## config.mk

```make
export PLATFORM = sky130hd
export DESIGN_NAME = lsu_mem_top
export DESIGN_NICKNAME = d
export VERILOG_FILES = /design/src/design/lsu_pkg.sv /design/src/design/dmem_arbiter_fsm.sv /design/src/design/load_station.sv /design/src/design/store_buffer.sv /design/src/design/dmem_port_mux.sv /design/src/design/lsu_mem_top.sv
export VERILOG_INCLUDE_DIRS = /design/src /design/src/design
export SDC_FILE = /design/constraint.sdc
export NUM_CORES = 1
export LEC_CHECK = 0
export ABC_AREA = 1
export BUFFER_PORTS_ARGS = -buffer_cell sky130_fd_sc_hd__buf_2
export CORE_ASPECT_RATIO = 1.5
export CORE_MARGIN = 2
export CORE_UTILIZATION = 42
export CTS_CLUSTER_DIAMETER = 50
export DETAILED_ROUTE_END_ITERATION = 12
export GPL_TIMING_DRIVEN = 0
export PLACE_DENSITY_LB_ADDON = 0.25
export SLEW_MARGIN = 20
export SYNTH_ARGS = -nofsm -noshare
export SYNTH_HDL_FRONTEND = slang
export SYNTH_SLANG_ARGS = --single-unit
```

## constraint.sdc

```tcl
create_clock -name clk -period 5.1 [get_ports clk]
set_input_delay 0 -clock clk [delete_from_list [all_inputs] [get_ports clk]]
set_output_delay 0 -clock clk [all_outputs]
set_load 0.01 [all_outputs]
```

## src/design/lsu_config.svh

```systemverilog
`ifndef LSU_CONFIG_SVH
`define LSU_CONFIG_SVH

// Number of entries in the load reservation station.
`define LSU_LOAD_DEPTH 4

// Number of committed stores the store buffer can hold.
`define LSU_STORE_DEPTH 4

// Width of the destination tag carried by each load.
`define LSU_TAG_W 5

// Byte address width of the data-memory port.
`define LSU_ADDR_W 32

`endif

```

## src/design/lsu_pkg.sv

```systemverilog
package lsu_pkg;

  // Access kinds seen by the memory port. Loads first, then stores.
  typedef enum logic [2:0] {
    OP_LB  = 3'd0,
    OP_LH  = 3'd1,
    OP_LW  = 3'd2,
    OP_LBU = 3'd3,
    OP_LHU = 3'd4,
    OP_SB  = 3'd5,
    OP_SH  = 3'd6,
    OP_SW  = 3'd7
  } mem_op_t;

  // Arbiter states. One wait state per kind of access in flight.
  typedef enum logic [1:0] {
    ARB_IDLE       = 2'd0,
    ARB_LOAD_WAIT  = 2'd1,
    ARB_STORE_WAIT = 2'd2
  } arb_state_t;

endpackage

```

## src/design/dmem_arbiter_fsm.sv

```systemverilog
`timescale 1ns/1ns
`include "lsu_config.svh"

module dmem_arbiter_fsm
  import lsu_pkg::*;
(
  input  logic                       clk,
  input  logic                       rst_n,
  input  logic                       flush,
  input  logic                       ld_rqst,
  input  logic                       st_rqst,
  input  logic [`LSU_LOAD_DEPTH-1:0] ld_sel_idx,
  input  logic                       dmem_resp,
  output logic                       dmem_req,
  output logic                       grant_load,
  output logic                       grant_store,
  output logic                       ld_pop,
  output logic                       st_pop,
  output logic [`LSU_LOAD_DEPTH-1:0] ld_done_idx
);

  arb_state_t state;
  arb_state_t next_state;

  // One-hot index of the load station entry whose access is in flight.
  logic [`LSU_LOAD_DEPTH-1:0] inflight_idx;

  always_ff @(posedge clk) begin
    if (!rst_n) begin
      state <= ARB_IDLE;
    end else begin
      state <= next_state;
    end
  end

  always_ff @(posedge clk) begin
    if (!rst_n) begin
      inflight_idx <= '0;
    end else if (grant_load) begin
      inflight_idx <= ld_sel_idx;
    end else if (ld_pop) begin
      inflight_idx <= '0;
    end
  end

  always_comb begin
    next_state  = state;
    dmem_req    = 1'b0;
    grant_load  = 1'b0;
    grant_store = 1'b0;
    ld_pop      = 1'b0;
    st_pop      = 1'b0;
    ld_done_idx = '0;

    case (state)
      ARB_IDLE: begin
        // A flush holds off any new grant for this cycle.
        // Committed stores always go ahead of loads.
        if (!flush) begin
          if (st_rqst) begin
            dmem_req    = 1'b1;
            grant_store = 1'b1;
            next_state  = ARB_STORE_WAIT;
          end else if (ld_rqst) begin
            dmem_req    = 1'b1;
            grant_load  = 1'b1;
            next_state  = ARB_LOAD_WAIT;
          end
        end
      end

      ARB_LOAD_WAIT: begin
        if (dmem_resp) begin
          ld_pop      = 1'b1;
          ld_done_idx = inflight_idx;
          next_state  = ARB_IDLE;
        end
      end

      ARB_STORE_WAIT: begin
        if (dmem_resp) begin
          st_pop     = 1'b1;
          next_state = ARB_IDLE;
        end
      end

      default: begin
        next_state = ARB_IDLE;
      end
    endcase
  end

endmodule

```

## src/design/load_station.sv

```systemverilog
`timescale 1ns/1ns
`include "lsu_config.svh"

module load_station
  import lsu_pkg::*;
(
  input  logic                       clk,
  input  logic                       rst_n,
  input  logic                       flush,
  input  logic                       load_valid,
  input  mem_op_t                    load_op,
  input  logic [`LSU_ADDR_W-1:0]     load_addr,
  input  logic [`LSU_TAG_W-1:0]      load_tag,
  input  logic                       grant_load,
  input  logic                       ld_pop,
  input  logic [`LSU_LOAD_DEPTH-1:0] ld_done_idx,
  output logic                       load_full,
  output logic                       ld_rqst,
  output logic [`LSU_LOAD_DEPTH-1:0] ld_sel_idx,
  output mem_op_t                    ld_sel_op,
  output logic [`LSU_ADDR_W-1:0]     ld_sel_addr,
  output logic [`LSU_TAG_W-1:0]      ld_sel_tag
);

  localparam int DEPTH = `LSU_LOAD_DEPTH;
  localparam int AGE_W = (DEPTH > 1) ? $clog2(DEPTH) : 1;

  logic [DEPTH-1:0]       valid;
  logic [DEPTH-1:0]       issued;
  // Age of an entry is the number of live entries younger than it.
  logic [AGE_W-1:0]       age [DEPTH];
  mem_op_t                op_q [DEPTH];
  logic [`LSU_ADDR_W-1:0] addr_q [DEPTH];
  logic [`LSU_TAG_W-1:0]  tag_q [DEPTH];

  logic                   alloc;
  logic [DEPTH-1:0]       alloc_hot;
  logic [DEPTH-1:0]       keep;
  logic [AGE_W-1:0]       sel_ptr;
  logic [AGE_W-1:0]       new_age [DEPTH];

  assign load_full = &valid;
  assign alloc     = load_valid && !load_full;

  // Lowest free slot takes the incoming load.
  always_comb begin
    alloc_hot = '0;
    for (int i = DEPTH - 1; i >= 0; i--) begin
      if (alloc && !valid[i]) begin
        alloc_hot = DEPTH'(1) << i;
      end
    end
  end

  // Oldest unissued entry wins, i.e. the one with the largest age.
  always_comb begin
    ld_rqst = 1'b0;
    sel_ptr = '0;
    for (int i = 0; i < DEPTH; i++) begin
      if (valid[i] && !issued[i] && (!ld_rqst || age[i] > age[sel_ptr])) begin
        ld_rqst = 1'b1;
        sel_ptr = AGE_W'(i);
      end
    end
  end

  assign ld_sel_idx  = ld_rqst ? (DEPTH'(1) << sel_ptr) : '0;
  assign ld_sel_op   = op_q[sel_ptr];
  assign ld_sel_addr = addr_q[sel_ptr];
  assign ld_sel_tag  = tag_q[sel_ptr];

  // Entries that survive this edge: not completed, and not dropped by a flush.
  always_comb begin
    for (int i = 0; i < DEPTH; i++) begin
      keep[i] = valid[i] && !(ld_pop && ld_done_idx[i]) && !(flush && !issued[i]);
    end
  end

  // Ages are recounted every cycle so they stay dense and never overflow.
  always_comb begin
    for (int i = 0; i < DEPTH; i++) begin
      new_age[i] = '0;
      for (int j = 0; j < DEPTH; j++) begin
        if (j != i && keep[j] && age[j] < age[i]) begin
          new_age[i] = new_age[i] + 1'b1;
        end
      end
      if (alloc) begin
        new_age[i] = new_age[i] + 1'b1;
      end
    end
  end

  always_ff @(posedge clk) begin
    if (!rst_n) begin
      valid  <= '0;
      issued <= '0;
      for (int i = 0; i < DEPTH; i++) begin
        age[i] <= '0;
      end
    end else begin
      for (int i = 0; i < DEPTH; i++) begin
        valid[i] <= keep[i] || alloc_hot[i];
        age[i]   <= new_age[i];
        if (alloc_hot[i]) begin
          issued[i] <= 1'b0;
          age[i]    <= '0;
        end else if (grant_load && ld_sel_idx[i]) begin
          issued[i] <= 1'b1;
        end
      end
    end
  end

  always_ff @(posedge clk) begin
    for (int i = 0; i < DEPTH; i++) begin
      if (alloc_hot[i]) begin
        op_q[i]   <= load_op;
        addr_q[i] <= load_addr;
        tag_q[i]  <= load_tag;
      end
    end
  end

endmodule

```

## src/design/store_buffer.sv

```systemverilog
`timescale 1ns/1ns
`include "lsu_config.svh"

module store_buffer
  import lsu_pkg::*;
(
  input  logic                   clk,
  input  logic                   rst_n,
  input  logic                   store_valid,
  input  mem_op_t                store_op,
  input  logic [`LSU_ADDR_W-1:0] store_addr,
  input  logic [31:0]            store_data,
  input  logic                   st_pop,
  output logic                   store_full,
  output logic                   st_rqst,
  output mem_op_t                st_op,
  output logic [`LSU_ADDR_W-1:0] st_addr,
  output logic [31:0]            st_data
);

  localparam int DEPTH = `LSU_STORE_DEPTH;
  localparam int PTR_W = (DEPTH > 1) ? $clog2(DEPTH) : 1;

  mem_op_t                op_mem [DEPTH];
  logic [`LSU_ADDR_W-1:0] addr_mem [DEPTH];
  logic [31:0]            data_mem [DEPTH];

  logic [PTR_W-1:0] wr_ptr;
  logic [PTR_W-1:0] rd_ptr;
  logic [PTR_W:0]   count;
  logic             push;
  logic             pop;

  // Wraps correctly for depths that are not a power of two.
  function automatic logic [PTR_W-1:0] next_ptr(input logic [PTR_W-1:0] ptr);
    if (ptr == PTR_W'(DEPTH - 1)) begin
      next_ptr = '0;
    end else begin
      next_ptr = ptr + 1'b1;
    end
  endfunction

  assign store_full = (count == (PTR_W + 1)'(DEPTH));
  assign st_rqst    = (count != '0);
  assign push       = store_valid && !store_full;
  assign pop        = st_pop && st_rqst;

  assign st_op   = op_mem[rd_ptr];
  assign st_addr = addr_mem[rd_ptr];
  assign st_data = data_mem[rd_ptr];

  always_ff @(posedge clk) begin
    if (!rst_n) begin
      wr_ptr <= '0;
      rd_ptr <= '0;
      count  <= '0;
    end else begin
      if (push) begin
        wr_ptr <= next_ptr(wr_ptr);
      end
      if (pop) begin
        rd_ptr <= next_ptr(rd_ptr);
      end
      case ({push, pop})
        2'b10:   count <= count + 1'b1;
        2'b01:   count <= count - 1'b1;
        default: count <= count;
      endcase
    end
  end

  always_ff @(posedge clk) begin
    if (push) begin
      op_mem[wr_ptr]   <= store_op;
      addr_mem[wr_ptr] <= store_addr;
      data_mem[wr_ptr] <= store_data;
    end
  end

endmodule

```

## src/design/dmem_port_mux.sv

```systemverilog
`timescale 1ns/1ns
`include "lsu_config.svh"

module dmem_port_mux
  import lsu_pkg::*;
(
  input  logic                   clk,
  input  logic                   rst_n,
  input  logic                   grant_load,
  input  logic                   grant_store,
  input  mem_op_t                ld_sel_op,
  input  logic [`LSU_ADDR_W-1:0] ld_sel_addr,
  input  logic [`LSU_TAG_W-1:0]  ld_sel_tag,
  input  mem_op_t                st_op,
  input  logic [`LSU_ADDR_W-1:0] st_addr,
  input  logic [31:0]            st_data,
  input  logic                   dmem_resp,
  input  logic [31:0]            dmem_rdata,
  input  logic                   ld_pop,
  output logic                   dmem_we,
  output logic [`LSU_ADDR_W-1:0] dmem_addr,
  output logic [31:0]            dmem_wdata,
  output logic [3:0]             dmem_be,
  output logic                   load_done,
  output logic [`LSU_TAG_W-1:0]  load_done_tag,
  output logic [31:0]            load_done_data
);

  localparam int AW = `LSU_ADDR_W;

  logic                  grant;
  logic [AW-1:0]         addr_now;
  logic [3:0]            be_now;
  logic [31:0]           wdata_now;

  logic                  we_q;
  logic [AW-1:0]         addr_q;
  logic [3:0]            be_q;
  logic [31:0]           wdata_q;

  mem_op_t               ld_op_q;
  logic [1:0]            ld_off_q;
  logic [`LSU_TAG_W-1:0] ld_tag_q;
  logic [31:0]           rd_shift;

  function automatic logic [3:0] lane_mask(input mem_op_t op, input logic [1:0] off);
    case (op)
      OP_LB, OP_LBU, OP_SB: lane_mask = 4'b0001 << off;
      OP_LH, OP_LHU, OP_SH: lane_mask = 4'b0011 << {off[1], 1'b0};
      default:              lane_mask = 4'b1111;
    endcase
  endfunction

  assign grant = grant_load | grant_store;

  always_comb begin
    if (grant_store) begin
      addr_now  = st_addr;
      be_now    = lane_mask(st_op, st_addr[1:0]);
      wdata_now = st_data << {st_addr[1:0], 3'b000};
    end else begin
      addr_now  = ld_sel_addr;
      be_now    = lane_mask(ld_sel_op, ld_sel_addr[1:0]);
      wdata_now = '0;
    end
  end

  // The request is live during the grant cycle and held from the registers after it.
  assign dmem_we    = grant ? grant_store : we_q;
  assign dmem_addr  = grant ? {addr_now[AW-1:2], 2'b00} : addr_q;
  assign dmem_be    = grant ? be_now : be_q;
  assign dmem_wdata = grant ? wdata_now : wdata_q;

  always_ff @(posedge clk) begin
    if (!rst_n) begin
      we_q <= 1'b0;
    end else if (grant) begin
      we_q <= grant_store;
    end else if (dmem_resp) begin
      we_q <= 1'b0;
    end
  end

  always_ff @(posedge clk) begin
    if (grant) begin
      addr_q  <= {addr_now[AW-1:2], 2'b00};
      be_q    <= be_now;
      wdata_q <= wdata_now;
    end
    if (grant_load) begin
      ld_op_q  <= ld_sel_op;
      ld_off_q <= ld_sel_addr[1:0];
      ld_tag_q <= ld_sel_tag;
    end
  end

  // Bring the addressed lane down to bit 0, then extend.
  assign rd_shift = dmem_rdata >> {ld_off_q, 3'b000};

  always_comb begin
    case (ld_op_q)
      OP_LB:   load_done_data = {{24{rd_shift[7]}}, rd_shift[7:0]};
      OP_LBU:  load_done_data = {24'b0, rd_shift[7:0]};
      OP_LH:   load_done_data = {{16{rd_shift[15]}}, rd_shift[15:0]};
      OP_LHU:  load_done_data = {16'b0, rd_shift[15:0]};
      default: load_done_data = rd_shift;
    endcase
  end

  assign load_done     = ld_pop;
  assign load_done_tag = ld_tag_q;

endmodule

```

## src/design/lsu_mem_top.sv

```systemverilog
`timescale 1ns/1ns
`include "lsu_config.svh"

module lsu_mem_top
  import lsu_pkg::*;
(
  input  logic                   clk,
  input  logic                   rst_n,
  input  logic                   flush,
  input  logic                   load_valid,
  input  mem_op_t                load_op,
  input  logic [`LSU_ADDR_W-1:0] load_addr,
  input  logic [`LSU_TAG_W-1:0]  load_tag,
  output logic                   load_full,
  input  logic                   store_valid,
  input  mem_op_t                store_op,
  input  logic [`LSU_ADDR_W-1:0] store_addr,
  input  logic [31:0]            store_data,
  output logic                   store_full,
  output logic                   dmem_req,
  output logic                   dmem_we,
  output logic [`LSU_ADDR_W-1:0] dmem_addr,
  output logic [31:0]            dmem_wdata,
  output logic [3:0]             dmem_be,
  input  logic                   dmem_resp,
  input  logic [31:0]            dmem_rdata,
  output logic                   load_done,
  output logic [`LSU_TAG_W-1:0]  load_done_tag,
  output logic [31:0]            load_done_data
);

  logic                       ld_rqst;
  logic [`LSU_LOAD_DEPTH-1:0] ld_sel_idx;
  mem_op_t                    ld_sel_op;
  logic [`LSU_ADDR_W-1:0]     ld_sel_addr;
  logic [`LSU_TAG_W-1:0]      ld_sel_tag;
  logic                       st_rqst;
  mem_op_t                    st_op;
  logic [`LSU_ADDR_W-1:0]     st_addr;
  logic [31:0]                st_data;
  logic                       grant_load;
  logic                       grant_store;
  logic                       ld_pop;
  logic                       st_pop;
  logic [`LSU_LOAD_DEPTH-1:0] ld_done_idx;

  dmem_arbiter_fsm u_arb (
    .clk(clk), .rst_n(rst_n), .flush(flush),
    .ld_rqst(ld_rqst), .st_rqst(st_rqst), .ld_sel_idx(ld_sel_idx),
    .dmem_resp(dmem_resp), .dmem_req(dmem_req),
    .grant_load(grant_load), .grant_store(grant_store),
    .ld_pop(ld_pop), .st_pop(st_pop), .ld_done_idx(ld_done_idx)
  );

  load_station u_lds (
    .clk(clk), .rst_n(rst_n), .flush(flush),
    .load_valid(load_valid), .load_op(load_op), .load_addr(load_addr), .load_tag(load_tag),
    .grant_load(grant_load), .ld_pop(ld_pop), .ld_done_idx(ld_done_idx),
    .load_full(load_full), .ld_rqst(ld_rqst), .ld_sel_idx(ld_sel_idx),
    .ld_sel_op(ld_sel_op), .ld_sel_addr(ld_sel_addr), .ld_sel_tag(ld_sel_tag)
  );

  store_buffer u_stb (
    .clk(clk), .rst_n(rst_n),
    .store_valid(store_valid), .store_op(store_op),
    .store_addr(store_addr), .store_data(store_data), .st_pop(st_pop),
    .store_full(store_full), .st_rqst(st_rqst),
    .st_op(st_op), .st_addr(st_addr), .st_data(st_data)
  );

  dmem_port_mux u_mux (
    .clk(clk), .rst_n(rst_n),
    .grant_load(grant_load), .grant_store(grant_store),
    .ld_sel_op(ld_sel_op), .ld_sel_addr(ld_sel_addr), .ld_sel_tag(ld_sel_tag),
    .st_op(st_op), .st_addr(st_addr), .st_data(st_data),
    .dmem_resp(dmem_resp), .dmem_rdata(dmem_rdata), .ld_pop(ld_pop),
    .dmem_we(dmem_we), .dmem_addr(dmem_addr), .dmem_wdata(dmem_wdata), .dmem_be(dmem_be),
    .load_done(load_done), .load_done_tag(load_done_tag), .load_done_data(load_done_data)
  );

endmodule

```

# == Word-level counts from Yosys, hierarchy flattened ==
# Memory sizes are Yosys's and may differ from the RTL's. A register that Yosys moved wholly into a read port is not among the register bits.
# Cells that the tools add are included.
# totals
regBits,95
ramBits,436
in_bits,145
output_inout_bits,110
wordCells,322
memories,7
# memory_table
memory,depth,word_bits,rd,rd_clocked_by_memory_dff,write_ports,line_no,rtl
u_lds.addr_q,4,32,1,0,1,load_station.sv:33,logic [`LSU_ADDR_W-1:0] addr_q [DEPTH];
u_stb.addr_mem,4,32,1,1,1,store_buffer.sv:25,logic [`LSU_ADDR_W-1:0] addr_mem [DEPTH];
u_stb.data_mem,4,32,1,1,1,store_buffer.sv:26,logic [31:0] data_mem [DEPTH];
u_lds.tag_q,4,5,1,1,1,load_station.sv:34,logic [`LSU_TAG_W-1:0] tag_q [DEPTH];
u_lds.op_q,4,3,1,0,1,load_station.sv:32,mem_op_t op_q [DEPTH];
u_stb.op_mem,4,3,1,1,1,store_buffer.sv:24,mem_op_t op_mem [DEPTH];
+1 memories,n/a,n/a,n/a,n/a,n/a,n/a,
# op_classes
n_addsub,16
n_lt_le_gt_ge,15
eq_ne,23
n_shift,7
muxes,126
bitwise_logic,10
reduce_logical,102
# ops
cell,count
$mux W32,7
$pmux W32 S4,1
$reduce_or A32 Y1,3
$mux W2,43
$mux W1,54
$logic_and A1 B1 Y1,46
$mux W4,11
$shl A32 B5 Y32,1
$shr A32 B5 Y32,1
$eq A3 B3 Y1 const B,8
$lt A2 B2 Y1,12
$logic_not A1 Y1,21
$reduce_or A3 Y1,7
$add A2 B1 Y2 const B,10
$pmux W4 S2,2
$mux W5,3
$reduce_or A5 Y1,3
$shl A1 B2 Y4 const A,3
$reduce_or A2 Y1,5
$eq A3 B1 Y1 const B,3
$eq A3 B2 Y1 const B,3
$logic_not A3 Y1,3
$mux W3,3
$or A1 B1 Y1,9
19 further kinds,37

# == Depth between registers and ports, before layout ==
# An unclocked memory read counts as a cell.
# depth
depth_word,23
mapped_depth,39
depth_no_buf,39

# == Cells and area by module ==
# Synthesis repeated with hierarchy kept, for this count alone.
# unflattened
hier_cells,2027
hier_area_um2,22545.4
# by_module_without_submodules
module,instances,cells_each,area_each_um2,seq_area_each_um2
store_buffer,1,718,10432.5,8227.9
load_station,1,697,7782.5,5185.0
dmem_port_mux,1,549,3920.0,1681.6
dmem_arbiter_fsm,1,63,410.4,120.1

# == Least setup slack after synthesis ==
# OpenSTA, ideal clock, no wires.
# synth_path
path_kind,flip-flop to flip-flop
start,register u_stb.count[1]
end,"memory u_stb.addr_mem[0][0] (netlist bit), enable pin"
setup_time_ps,493
arrival_ps,3561
t_required_ps,4607
path_slack_ps,1046
path_stages_with_launch,5
path_buffers,0
period_less_slack_ps,4054
path_cell_list,dfxtp_1 nor3_1 nor2_1 clkinv_1 nor2_1
# synth_between
elab_chain_len,5
# synth_lines
element,line_no,rtl
start: declaration,store_buffer.sv:30,logic [PTR_W:0] count;
start signal: assignment,store_buffer.sv:65,2'b10: count <= count + 1'b1;
start signal: assignment,store_buffer.sv:66,2'b01: count <= count - 1'b1;
start signal: assignment,store_buffer.sv:67,default: count <= count;
$eq A3 B3 Y1,store_buffer.sv:43,assign store_full = (count == (PTR_W + 1)'(DEPTH));
via store_full,lsu_mem_top.sv:19,"output logic store_full,"
$logic_not A1 Y1,store_buffer.sv:45,assign push = store_valid && !store_full;
$logic_and A1 B1 Y1,store_buffer.sv:45,
$mux W1,store_buffer.sv:73,if (push) begin
$mux W1 (implied by the code),store_buffer.sv:75,addr_mem[wr_ptr] <= store_addr;
end: declaration,store_buffer.sv:25,
# The timed path passes the listed nets, and every way through them passes these cells.

==> results.sh <==
export IMPL_status="finished, final reports clean"
export IMPL_grt_pass1_wl_microns=91200
export IMPL_fill_cells=4385
export IMPL_wl_per_cell_microns=20.6
export IMPL_hp_start="load_op[2]"
export IMPL_yosysSeqAreaShare_pct=70.1
export IMPL_die_y_microns=282
export IMPL_drv_cap=0
export IMPL_crit_slowest_cell="edfxtp_1"
export IMPL_vias_per_cell=5.30
export IMPL_insertion_delay_ns=0.62
export IMPL_cts_sink_count=538
export IMPL_wl_met1_microns=24500
export IMPL_rr_worst_depth=29
export IMPL_drtIter0Drc=1187
export IMPL_r2r_end="u_mux.addr_q[13]"
export IMPL_clkTransAtPathRegs_ns=0.06
export IMPL_fin_crit_ns=4.93
export IMPL_power_density_mw_per_mm2=425
export IMPL_cts_htree_levels=2
export IMPL_core_area_sq_mm=0.0513
export IMPL_crit_top_cell="nand2_1"
export IMPL_grt_pass1_vias=15700
export IMPL_leakagePower_nw=10.7
export IMPL_drc=0
export IMPL_drive_gt1_share_pct=20.9
export IMPL_grt_usage_pct=22.6
export IMPL_avgSynthCellArea_sq_um=11.8
export IMPL_ios=255
export IMPL_synthToLayoutAreaGrowth_pct=27.6
export IMPL_dr_total_vias=16000
export IMPL_cp_top_family="compound AO/OA/AOI/OAI gates"
export IMPL_nets=2480
export IMPL_yosys_most_used_dff="edfxtp_1"
export IMPL_fin_hold_ws_ns=0.140
export IMPL_rr_startpoint="u_lds.age[1][1]"
export IMPL_rrSetupSlack_ns=0.80
export IMPL_vdd_drop_max_uv=384
export IMPL_dr_max_layer_used="met5"
export IMPL_wirelength_microns=62300
export IMPL_finalInstanceArea_sq_mm=0.0277
export IMPL_initial_core_util_pct=42.3
export IMPL_slew_headroom_pct=42.4
export IMPL_critPathArrivalTime_ns=4.93
export IMPL_clock_path_buffers=3
export IMPL_crit_start="u_lds.age[1][1]"
export IMPL_setup_tns_ns=0
export IMPL_synth_enable_flop_cells=444
export IMPL_hpwlAfterDp_microns=43200
export IMPL_grt_overflow=0
export IMPL_critPathLaunchType="flip-flop"
export IMPL_grt_antenna_before_repair=5
export IMPL_wl_met3_microns=3370
export IMPL_dr_pass1_iters=6
export IMPL_end_kind="primary output"
export IMPL_path_max_fanout=10
export IMPL_cts_root_buf="clkbuf_16"
export IMPL_syn_inst=1834
export IMPL_setup_viol=0
export IMPL_async_reset_ff_share_pct=0
export IMPL_tightest_slew_ns=0.864
export IMPL_drv_slew=0
export IMPL_ys_seq_elements=538
export IMPL_drt_antenna_violating_nets=0
export IMPL_finalHoldViolCount=0
export IMPL_synth_area_sq_mm=0.0217
export IMPL_worst_path_buf_inv=6
export IMPL_placed_cell_area_sq_mm=0.0243
export IMPL_max_freq_ghz=0.203
export IMPL_worstSetupPathType="reg2out"
export IMPL_rows=102
export IMPL_rsz0062_at_grt="true"
export IMPL_grt_start_max_net_pins=41
export IMPL_worstHoldEndpoint="u_lds.op_q[2][2]"
export IMPL_io_buffer_count=254
export IMPL_layout_worst_path_cycle_share_pct=96.7
export IMPL_gp_congestion=0.918
export IMPL_die_x_microns=190
export IMPL_critical_path_required_ns=5.10
export IMPL_slowest_delay_ns=0.46
export IMPL_skew_ns=0.0313
export IMPL_synth_warning_count=0
export IMPL_die_area_sq_mm=0.0536
export IMPL_wl_met2_microns=32200
export IMPL_utilization_pct=54.0
export IMPL_synth_cell_type_count=50
export IMPL_cts_tree="yes"
export IMPL_hp_class="in2reg"
export IMPL_cts_buffers=54
export IMPL_holdPathStages=2
==> layout by cell type, fill, tap and decap left out, types with 56 or more instances in the layout <==
cell type | Yosys | layout
buf_2 | 31 | 278
clkbuf_16 | 0 | 56
nor2_1 | 145 | 138
dfxtp_1 | 94 | 94
clkbuf_1 | 57 | 73
nand2_1 | 369 | 359
inv_1 | 93 | 91
dlygate4sd3_1 | 0 | 113
edfxtp_1 | 444 | 444
a21oi_1 | 88 | 86
o21ai_0 | 204 | 198
==> per-layer routing <==
metal | track usage (%) | vias up
li1 | - | 7533
met1 | 27.0 | 7801
met5 | 0 | -
met4 | 9.18 | 2
met2 | 40.8 | 581
met3 | 3.44 | 129
==> where the power goes <==
group / internal (W) / switching (W) / leakage (nW)
Sequential: 0.00518 / 0.000109 / 4.86
Clock: 0.00232 / 0.00169 / 0.881
Combinational: 0.000856 / 0.00159 / 4.95
Total: 0.00836 / 0.00340 / 10.7
==> final cells by class <==
type,instances,area [sq um],share of cell area (%)
sequential,538,15200,54.9
clock buffer,74,1490,5.38
antenna,4,10.0,0.0361
multi-input combinational,1098,6020,21.7
buffer,96,458,1.65
timing repair buffer,406,2910,10.5
tap,676,846,3.05
clock inverter,28,327,1.18
inverter,107,419,1.51
==> how the worst max path moves through the flow <==
stage,endpoint,cells past startpoint
4_1_cts,dmem_addr[3],31
3_5_place_dp,dmem_addr[5],31
2_1_floorplan,u_stb.addr_mem[0][0],4
6_report,dmem_addr[13],30
3_3_place_gp,u_stb.addr_mem[0][11],4
5_1_grt,dmem_addr[13],30
==> logic make-up (layout without fill, tap and decap cells) <==
logic type / count (synthesis) / count (layout) / share of synthesized area [%]
fa+ha+maj: 34 / 34 / 1.99
compound gates: 470 / 470 / 12.8
simple gates: 574 / 574 / 10.6
mux: 6 / 6 / 0.277
flops: 538 / 538 / 70.1
xor+xnor: 8 / 8 / 0.323
buf+inv: 203 / 711 / 3.88
other cells: 1 / 10 / 0.0173
==> flip-flops by register name (all words and copies together), names as in the netlist, 3 cells and up, named ones only <==
signal,flops
u_lds.age,8
u_lds.tag_q,20
u_mux.be_q,4
u_lds.valid,4
u_lds.issued,4
u_lds.addr_q,128
u_stb.count,3
u_stb.addr_mem,128
u_arb.inflight_idx,4
u_mux.addr_q,32
u_stb.data_mem,128
u_mux.load_done_tag,5
u_lds.op_q,12
u_stb.op_mem,12
u_mux.wdata_q,32
u_mux.ld_op_q,3
==> stage by stage <==
step | setup slack [ns] | power (W) | cells
after floorplan | 1.05 | 0.00665 | 1839
after CTS | 0.00413 | 0.0118 | 3016
final | 0.169 | 0.0118 | 3027
after global placement | -1.86 | 0.00762 | 2769
after detailed placement | 0.194 | 0.00769 | 2796
after global routing | -0.130 | 0.0122 | 3027
==> cell usage after synthesis (all sizes together) (3+ instances only) <==
master | number | area [sq um]
o22ai | 47 | 294
nor2 | 145 | 544
nand3b | 4 | 33.8
and2 | 3 | 18.8
a221oi | 31 | 272
nand4 | 5 | 31.3
clkinv | 4 | 20.0
nand2 | 375 | 1430
o21ai | 223 | 1120
a21oi | 88 | 440
edfxtp | 444 | 13300
mux2i | 6 | 60.1
inv | 103 | 389
a32o | 17 | 170
a31oi | 31 | 194
a21boi | 3 | 22.5
dfxtp | 94 | 1880
buf | 39 | 219
nor3 | 8 | 56.3
a22o | 18 | 158
ha | 33 | 413
clkbuf | 57 | 214
nand3 | 30 | 165
a22oi | 3 | 22.5
xor2 | 8 | 70.1
==> what timing repair did <==
item	4_1_cts	5_1_grt
endpoints found under the hold margin	448	0
pin swaps	3	21
endpoints found under the setup margin	34	34
gates resized for setup	21	53
hold buffers	113	0
buffers inserted	5	7
(Power assumes the default switching activity.)
